`src/tp_config.svh`:
```
// Sizes of one transpose job and of the bank storage
// I and J must be multiples of SDIM and SDIM must be a power of two
`ifndef TP_CONFIG_SVH
`define TP_CONFIG_SVH

// Width of one element in bits
`define TP_BITS 8

// Job shape, rows by columns
`define TP_I 8
`define TP_J 8

// Elements per beat, also the number of banks
`define TP_SDIM 4

// ------------------------------
// Derived sizes
// ------------------------------
`define TP_ROW_BEATS (`TP_J / `TP_SDIM)
`define TP_COL_BEATS (`TP_I / `TP_SDIM)

// One page holds one whole job, spread over all banks
`define TP_PAGE_WORDS (`TP_I * `TP_J / `TP_SDIM)
`define TP_BANK_DEPTH (2 * `TP_PAGE_WORDS)

`endif

```
`src/bank_pkg.sv`:
```
// Bank storage types
// Address top half is page B when TP_BANK_DEPTH is a power of two
`include "tp_config.svh"

package bank_pkg;

	// Bank number, doubles as lane number
	typedef logic [$clog2(`TP_SDIM)-1:0] bank_idx_t;

	// Word address inside one bank, both pages
	typedef logic [$clog2(`TP_BANK_DEPTH)-1:0] bank_addr_t;

	// Page select for ping-pong operation
	typedef enum logic {
		PAGE_A,
		PAGE_B
	} page_e;

	// ------------------------------
	// Read loop counters
	// ------------------------------
	typedef logic [$clog2(`TP_I)-1:0] row_idx_t;
	typedef logic [$clog2(`TP_J)-1:0] col_idx_t;

endpackage

```
`src/stream_pkg.sv`:
```
// Stream payload types, shared by both sides of the transpose unit
// A beat carries SDIM elements, lane 0 in the low bits
`include "tp_config.svh"

package stream_pkg;

	// One matrix element
	typedef logic [`TP_BITS-1:0] elem_t;

	// One beat of the stream
	// Lane k holds the element of column j+k on input
	// and of row i+k on output
	typedef elem_t [`TP_SDIM-1:0] beat_t;

endpackage

```
`src/bank_array.sv`:
```
// SDIM simple dual-port banks, two pages each
// All banks share the write address, each bank has its own read address
`timescale 1ns/100ps
`include "tp_config.svh"

module bank_array import stream_pkg::*, bank_pkg::*; (
	input  logic       clk,
	input  logic       rst,
	input  logic       wr_en,
	input  bank_addr_t wr_addr,
	input  beat_t      bank_data,
	input  bank_addr_t bank_rd_addr [`TP_SDIM],
	input  logic       rd_hold,
	output beat_t      bank_q
);

	for (genvar b = 0; b < `TP_SDIM; b++) begin : gen_bank
		elem_t mem [`TP_BANK_DEPTH];
		elem_t q_r;

		// Write port
		always_ff @(posedge clk) begin
			if (wr_en) begin
				mem[wr_addr] <= bank_data[b];
			end
		end

		// Registered read, frozen while the output path stalls
		always_ff @(posedge clk or posedge rst) begin
			if (rst) begin
				q_r <= '0;
			end else if (!rd_hold) begin
				q_r <= mem[bank_rd_addr[b]];
			end
		end

		assign bank_q[b] = q_r;
	end

endmodule

```
`src/bank_read_map.sv`:
```
// Column-order read addresses and output lane reordering
// rd_row is always a multiple of SDIM, so lane k sees row rd_row+k
`timescale 1ns/100ps
`include "tp_config.svh"

module bank_read_map import stream_pkg::*, bank_pkg::*; (
	input  logic       clk,
	input  logic       rst,
	input  logic       rd_en,
	input  page_e      rd_page,
	input  row_idx_t   rd_row,
	input  col_idx_t   rd_col,
	output bank_addr_t bank_rd_addr [`TP_SDIM],
	input  beat_t      bank_q,
	output beat_t      rd_data
);

	// Bank that serves each output lane, now and one cycle later
	bank_idx_t lane_bank   [`TP_SDIM];
	bank_idx_t lane_bank_q [`TP_SDIM];

	// ------------------------------
	// Address generation
	// ------------------------------
	always_comb begin
		int unsigned row;
		int unsigned word;
		for (int k = 0; k < `TP_SDIM; k++) begin
			bank_rd_addr[k] = '0;
		end
		for (int k = 0; k < `TP_SDIM; k++) begin
			row = rd_row + k;
			// Same rule as the write side, bank (row + col) mod SDIM
			lane_bank[k] = bank_idx_t'(row + rd_col);
			word = (row * `TP_J + rd_col) / `TP_SDIM;
			if (rd_page == PAGE_B) begin
				word = word + `TP_PAGE_WORDS;
			end
			bank_rd_addr[lane_bank[k]] = bank_addr_t'(word);
		end
	end

	// Pattern travels alongside the bank read
	always_ff @(posedge clk or posedge rst) begin
		if (rst) begin
			lane_bank_q <= '{default: '0};
		end else if (rd_en) begin
			lane_bank_q <= lane_bank;
		end
	end

	// ------------------------------
	// Output reordering
	// ------------------------------
	always_comb begin
		for (int k = 0; k < `TP_SDIM; k++) begin
			rd_data[k] = bank_q[lane_bank_q[k]];
		end
	end

endmodule

```
`src/bank_write_map.sv`:
```
// Input lane to bank steering, rotated by one bank per input row
// Needs J to be a multiple of SDIM so that a row never splits a beat
`timescale 1ns/100ps
`include "tp_config.svh"

module bank_write_map import stream_pkg::*, bank_pkg::*; (
	input  bank_addr_t wr_addr,
	input  beat_t      in_data,
	output beat_t      bank_data
);

	bank_addr_t page_addr;
	bank_idx_t  row_rot;

	// Word offset inside the current page
	assign page_addr = (wr_addr >= bank_addr_t'(`TP_PAGE_WORDS)) ?
		wr_addr - bank_addr_t'(`TP_PAGE_WORDS) : wr_addr;

	// Input row modulo SDIM
	assign row_rot = bank_idx_t'(page_addr / `TP_ROW_BEATS);

	// Lane c goes to bank (c + row) mod SDIM
	always_comb begin
		bank_data = '0;
		for (int c = 0; c < `TP_SDIM; c++) begin
			bank_data[bank_idx_t'(c) + row_rot] = in_data[c];
		end
	end

endmodule

```
`src/ptranspose.sv`:
```
// Streaming transpose, I x J in by rows, out by columns, SDIM elements per beat
// Two pages let one job be read while the next is written
`timescale 1ns/100ps
`include "tp_config.svh"

module ptranspose import stream_pkg::*, bank_pkg::*; (
	input  logic  clk,
	input  logic  rst,
	input  logic  in_valid,
	input  beat_t in_data,
	output logic  in_ready,
	output logic  out_valid,
	output beat_t out_data,
	input  logic  out_ready
);

	// Write path
	logic       wr_en;
	bank_addr_t wr_addr;
	beat_t      bank_data;

	// Read path
	logic       rd_ready;
	logic       rd_en;
	logic       rd_vld;
	page_e      rd_page;
	row_idx_t   rd_row;
	col_idx_t   rd_col;
	bank_addr_t bank_rd_addr [`TP_SDIM];
	beat_t      bank_q;
	beat_t      rd_data;

	// ------------------------------
	// Control
	// ------------------------------
	transpose_ctrl transpose_ctrl_inst (
		.clk      (clk),
		.rst      (rst),
		.in_valid (in_valid),
		.in_ready (in_ready),
		.wr_en    (wr_en),
		.wr_addr  (wr_addr),
		.rd_ready (rd_ready),
		.rd_en    (rd_en),
		.rd_vld   (rd_vld),
		.rd_page  (rd_page),
		.rd_row   (rd_row),
		.rd_col   (rd_col)
	);

	// ------------------------------
	// Datapath
	// ------------------------------
	bank_write_map bank_write_map_inst (
		.wr_addr   (wr_addr),
		.in_data   (in_data),
		.bank_data (bank_data)
	);

	// Bank outputs freeze whenever the skid refuses a new read
	bank_array bank_array_inst (
		.clk          (clk),
		.rst          (rst),
		.wr_en        (wr_en),
		.wr_addr      (wr_addr),
		.bank_data    (bank_data),
		.bank_rd_addr (bank_rd_addr),
		.rd_hold      (!rd_ready),
		.bank_q       (bank_q)
	);

	bank_read_map bank_read_map_inst (
		.clk          (clk),
		.rst          (rst),
		.rd_en        (rd_en),
		.rd_page      (rd_page),
		.rd_row       (rd_row),
		.rd_col       (rd_col),
		.bank_rd_addr (bank_rd_addr),
		.bank_q       (bank_q),
		.rd_data      (rd_data)
	);

	skid_buffer skid_buffer_inst (
		.clk       (clk),
		.rst       (rst),
		.in_valid  (rd_vld),
		.in_data   (rd_data),
		.in_ready  (rd_ready),
		.out_valid (out_valid),
		.out_data  (out_data),
		.out_ready (out_ready)
	);

endmodule

```
`src/skid_buffer.sv`:
```
// One-entry register stage between the bank read pipeline and the output
// in_ready grants the next read; a presented beat is never refused
`timescale 1ns/100ps

module skid_buffer import stream_pkg::*; (
	input  logic  clk,
	input  logic  rst,
	input  logic  in_valid,
	input  beat_t in_data,
	output logic  in_ready,
	output logic  out_valid,
	output beat_t out_data,
	input  logic  out_ready
);

	beat_t buf_data;
	logic  buf_valid;
	logic  buf_load;

	// Stored beat goes out first
	assign out_valid = buf_valid || in_valid;
	assign out_data  = buf_valid ? buf_data : in_data;

	// Room for a beat next cycle only if nothing gets parked now
	assign in_ready = !buf_valid && (out_ready || !in_valid);

	// Park the incoming beat when downstream stalls
	assign buf_load = !buf_valid && in_valid && !out_ready;

	always_ff @(posedge clk or posedge rst) begin
		if (rst) begin
			buf_valid <= 1'b0;
		end else if (buf_valid && out_ready) begin
			buf_valid <= 1'b0;
		end else if (buf_load) begin
			buf_valid <= 1'b1;
		end
	end

	always_ff @(posedge clk) begin
		if (buf_load) begin
			buf_data <= in_data;
		end
	end

endmodule

```
`src/transpose_ctrl.sv`:
```
// Write pointer over both pages, page-full tracking, column-order read loop
// A page is read only once it is completely written
`timescale 1ns/100ps
`include "tp_config.svh"

module transpose_ctrl import bank_pkg::*; (
	input  logic       clk,
	input  logic       rst,
	input  logic       in_valid,
	output logic       in_ready,
	output logic       wr_en,
	output bank_addr_t wr_addr,
	input  logic       rd_ready,
	output logic       rd_en,
	output logic       rd_vld,
	output page_e      rd_page,
	output row_idx_t   rd_row,
	output col_idx_t   rd_col
);

	// Bit 0 is page A, bit 1 is page B
	logic [1:0] page_full;
	logic       col_end;
	logic       rd_last;

	// ------------------------------
	// Write side
	// ------------------------------
	// Stall input only when no page is free
	assign in_ready = !(page_full[0] && page_full[1]);
	assign wr_en    = in_valid && in_ready;

	// Sequential address, wraps after page B
	always_ff @(posedge clk or posedge rst) begin
		if (rst) begin
			wr_addr <= '0;
		end else if (wr_en) begin
			if (wr_addr == bank_addr_t'(`TP_BANK_DEPTH - 1)) begin
				wr_addr <= '0;
			end else begin
				wr_addr <= wr_addr + 1'b1;
			end
		end
	end

	// Set by the last write of a page, cleared by its last read
	always_ff @(posedge clk or posedge rst) begin
		if (rst) begin
			page_full <= 2'b00;
		end else begin
			if (wr_en && wr_addr == bank_addr_t'(`TP_PAGE_WORDS - 1)) begin
				page_full[0] <= 1'b1;
			end
			if (wr_en && wr_addr == bank_addr_t'(`TP_BANK_DEPTH - 1)) begin
				page_full[1] <= 1'b1;
			end
			if (rd_en && rd_last) begin
				page_full[rd_page] <= 1'b0;
			end
		end
	end

	// ------------------------------
	// Read side
	// ------------------------------
	// One output beat per cycle while the page is full and the skid has room
	assign rd_en = page_full[rd_page] && rd_ready;

	// Last row group of a column, and last beat of the page
	assign col_end = (rd_row == row_idx_t'((`TP_COL_BEATS - 1) * `TP_SDIM));
	assign rd_last = col_end && (rd_col == col_idx_t'(`TP_J - 1));

	// Outer loop over columns, inner loop over row groups
	always_ff @(posedge clk or posedge rst) begin
		if (rst) begin
			rd_row  <= '0;
			rd_col  <= '0;
			rd_page <= PAGE_A;
			rd_vld  <= 1'b0;
		end else begin
			// Bank data lags the read by one cycle
			rd_vld <= rd_en;
			if (rd_en) begin
				if (col_end) begin
					rd_row <= '0;
					if (rd_last) begin
						rd_col  <= '0;
						rd_page <= (rd_page == PAGE_A) ? PAGE_B : PAGE_A;
					end else begin
						rd_col <= rd_col + 1'b1;
					end
				end else begin
					rd_row <= rd_row + row_idx_t'(`TP_SDIM);
				end
			end
		end
	end

endmodule
```
`config.mk`:
```
export PLATFORM = sky130hd
export DESIGN_NAME = ptranspose
export DESIGN_NICKNAME = d
export VERILOG_FILES = /design/src/bank_pkg.sv /design/src/stream_pkg.sv /design/src/bank_array.sv /design/src/bank_read_map.sv /design/src/bank_write_map.sv /design/src/ptranspose.sv /design/src/skid_buffer.sv /design/src/transpose_ctrl.sv
export VERILOG_INCLUDE_DIRS = /design/src
export SDC_FILE = /design/constraint.sdc
export NUM_CORES = 1
export LEC_CHECK = 0
export ABC_AREA = 1
export BUFFER_PORTS_ARGS = -buffer_cell sky130_fd_sc_hd__buf_2
export CORE_MARGIN = 3
export CORE_UTILIZATION = 50
export DETAILED_ROUTE_END_ITERATION = 10
export PLACE_DENSITY = 0.66
export SETUP_SLACK_MARGIN = 0.5
export SLEW_MARGIN = 20
export SYNTH_ARGS = -nofsm -noshare
export SYNTH_HDL_FRONTEND = slang
export SYNTH_HIERARCHICAL = 1
export SYNTH_SLANG_ARGS = --single-unit
```
`constraint.sdc`:
```
create_clock -name clk -period 4.3 [get_ports clk]
set_input_delay 0.43 -clock clk [delete_from_list [all_inputs] [get_ports clk]]
set_output_delay 0.43 -clock clk [all_outputs]
set_load 0.01 [all_outputs]
```
==> metrics.md <==
| Metric | Value |
|---|---|
| Status | finished, final reports clean |
| 1st-iter DRT viols | approximately 4300 |
| Worst R2R Path Depth | 16 |
| Slowest cell on crit path | buf_4 |
| Vias in the first global route | roughly 31000 |
| Commonest non-fill, non-tap cell in the layout | nand2_1 |
| Sequential-to-total area share from yosys stat | 0.695 |
| Final Non-Filler Cells | between 5000 and 6000 |
| Post-CTS setup buffer count | 0 |
| Slew HR | 0.360 |
| Pwr dens | 769 nW/µm² |
| CP top delay family | buffers and inverters |
| Cell mode on critical path | nand3_1 |
| Nets | 4408 |
| Number of instances in the placed design | 5504 |
| CP bufs+invs | 4 |
| Worst Hold Class | input pin to flop |
| Vias per cell | between 5 and 6 |
| Worst Path Required | 4910 ps |
| Num CTS Buffers | between 100 and 150 |
| Final Critical Period | roughly 3400 ps |
| Port Buffers | 69 |
| Crit path capture type | flop |
| Routability cong. | ~0.9 |
| WL final | ~130 mm |
| Endpoints failing setup | 0 |
| Initial antenna violation count | 2 |
| Via count | 32800 |
| Power, Total | between 40 and 50 mW |
| CP peak stage delay | between 700 and 800 ps |
| Crit path depth | 16 |
| H-tree depth | 3 |
| Post-route clock skew | between 20 and 25 ps |
| IO Count | 70 |
| Die area | just under 100000 µm² |
| Die Y | between 300 and 400 µm |
| Final instance area | 52600 µm² |
| Synthesized netlist cell count | roughly 4300 |
| Clk pin slew, worst setup/hold paths | 60 ps |
| Top Usage Layer GRT | met2 |
| Post-route DRC | 0 |
| Cts hold-fix bufs | 2 |
| Synthesized flop and latch total | ~1100 |
| WHS Path Cells | 3 |
| CTS tree | yes |
| Met2 Use GR | 0.400 |
| DP HPWL | around 73 mm |
| Distinct cell type count after synthesis | 26 |
| DR WL/cell | around 23 µm |
| Mapped Avg Cell Area | around 11 µm² |
| Total track usage | 0.266 |
| Aggregate negative setup slack | 0 ps |
| CP Cell Sequence | ha_1 -> inv_1 -> nand3_1 -> nand2_2 -> inv_1 -> a21oi_4 -> buf_4 -> buf_4 -> nand2_1 -> nand3_1 -> nand3_1 -> nand2_1 -> nand2_1 -> nand3_1 -> nand3_1 -> nand2_1 |
| Final period util | 0.796 |
| Post-CTS Resized | 0 |
| Antenna diodes | 0 |
| LEAKAGE | about 20 nW |
| Global Route met1 Usage | 0.396 |
| Max_cap viols | 0 |
| Initial cell density of the core | 0.507 |
| Share of layout cells above drive strength 1 | 0.0941 |
| Total grt overflow | 0 |
| WS Path Type | flop to flop |
| Final number of max-transition violations | 0 |
| CTS root buffer | clkbuf_16 |
| Commonest non-fill, non-tap cells in the layout | nand2_1, edfxtp_1, nand3_1, buf_4, clkbuf_16 |
| RSZ-0062 raised after global routing | false |
| CORE AREA | around 94000 µm² |
| Die Width | about 310 µm |
| CP max FO | 77 |
| Fin. Hold Viols | 0 |
| Layout fillers | approximately 7700 |
| First-pass GRT wire length | just under 200 mm |
| Area of placed instances | roughly 49000 µm² |
| DRT Pass-1 Iters | 6 |
| P&R area growth vs syn | 10.8% |
| Critical Path Source Type | flop |
| Sink Count | around 1100 |
| Clk_lat worst skew | roughly 700 ps |
| Achievable frequency | around 300 MHz |
| Clock buffer depth | 3 |
| Std-Cell Rows | around 110 |
| GRT met3 Usage | 0.0455 |
| Worst EP arrival | 4030 ps |
| Final ANT Viol Nets | 0 |
| Peak supply drop | 0.536 mV |
| Largest net degree at the start of global routing | 173 |
| Area of the mapped netlist | around 48000 µm² |
| Worst-Margin Slew | slightly below 1000 ps |
| Synth Warn # | 6 |
| Worst hold margin | roughly 140 ps |
==> cell usage after synthesis, drive strengths merged <==
cell | n | area share
nand2 | 1586 | 0.13
edfxtp | 1056 | 0.67
nand3 | 1011 | 0.11
buf | 207 | 0.033
inv | 115 | 0.0091
o21ai | 108 | 0.011
clkbuf | 56 | 0.0044
nor2 | 53 | 0.0043
dfrtp | 52 | 0.027
nand4 | 41 | 0.0054
ha | 12 | 0.0032
a21oi | 5 | 0.00053
xor2 | 4 | 0.00074
xnor2 | 2 | 0.00037
conb | 1 | 0.000079
o211ai | 1 | 0.00016
o21a | 1 | 0.00016
==> through the flow <==
stage / util / setup slack (ps)
floorplan: - / 1550
global placement: 0.525 / 1000
detailed placement: 0.525 / 941
CTS: 0.562 / 898
global route: 0.562 / 509
finish: 0.562 / 877
==> registers in the layout (all words and copies together) (netlist names) <==
| register | flops |
|---|---|
| transpose_ctrl_inst/page_full | 2 |
| skid_buffer_inst/buf_data | 32 |
| transpose_ctrl_inst/wr_addr | 5 |
| bank_array_inst/gen_bank.q_r | 32 |
| bank_array_inst/gen_bank.mem | 1024 |
| transpose_ctrl_inst/rd_page | 1 |
| bank_read_map_inst/lane_bank_q | 6 |
| transpose_ctrl_inst/rd_vld | 1 |
| skid_buffer_inst/buf_valid | 1 |
| transpose_ctrl_inst/rd_col | 3 |
| transpose_ctrl_inst/rd_row | 1 |
==> worst register-to-register path, stage by stage (launching register included) <==
cell and delay (ps):
dfrtp_1 450, ha_1 230, inv_1 50, nand3_1 90, nand2_2 180, inv_1 150, a21oi_4 200, buf_4 500
buf_4 750, nand2_1 170, nand3_1 130, nand3_1 90, nand2_1 70, nand2_1 50, nand3_1 110, nand3_1 80
nand2_1 70
==> cell type report <==
type	count	area (µm²)	area share
Clock inverter	52	582	0.0111
Multi-Input combinational cell	2826	12600	0.239
Timing Repair Buffer	203	1580	0.0300
Clock buffer	138	2860	0.0542
Tap cell	1254	1570	0.0298
Sequential cell	1108	33000	0.627
Inverter	115	437	0.00829
==> logic make-up (layout without fill, tap and decap cells) <==
| kind of cell | Yosys count | after routing | synth area share |
|---|---|---|---|
| AOI/OAI and AO/OA | 115 | 115 | 0.0122 |
| and+or+nand+nor | 2691 | 2691 | 0.243 |
| xor gates and xnor gates | 6 | 6 | 0.00111 |
| buffers and inverters | 378 | 508 | 0.0464 |
| DFF | 1108 | 1108 | 0.695 |
| other | 1 | 2 | 0.0000789 |
| adders and majority gates | 12 | 12 | 0.00316 |
==> routing by layer <==
metal	vias up	wire length, µm
li1	15100	-
met1	15800	55600
met2	1641	58700
met3	245	13300
met4	0	4010
met5	-	0
==> path summary, 6_finish.rpt <==
check	end	startpoint	slack, ps
max	bank_array_inst/gen_bank[1].q_r[6]$_DFFE_PP0N_	transpose_ctrl_inst/rd_col[0]$_DFFE_PP0P_	880
min	transpose_ctrl_inst/wr_addr[1]$_DFFE_PP0P_	in_valid	140
max reg2reg	bank_array_inst/gen_bank[1].q_r[6]$_DFFE_PP0N_	transpose_ctrl_inst/rd_col[0]$_DFFE_PP0P_	880
min reg2reg	bank_array_inst/gen_bank[1].q_r[3]$_DFFE_PP0N_	bank_array_inst/gen_bank[1].q_r[3]$_DFFE_PP0N_	480
max in group asynchronous	bank_array_inst/gen_bank[1].q_r[6]$_DFFE_PP0N_	rst	3040
min in group asynchronous	skid_buffer_inst/buf_valid$_DFFE_PP0P_	rst	220
==> power breakdown <==
part	switching (mW)	internal, mW
Clock	3.97	5.43
Sequential	0.542	14.4
Combinational	11.9	4.21
Total	16.4	24.0
Note: power is estimated with default switching activity, not from simulation.
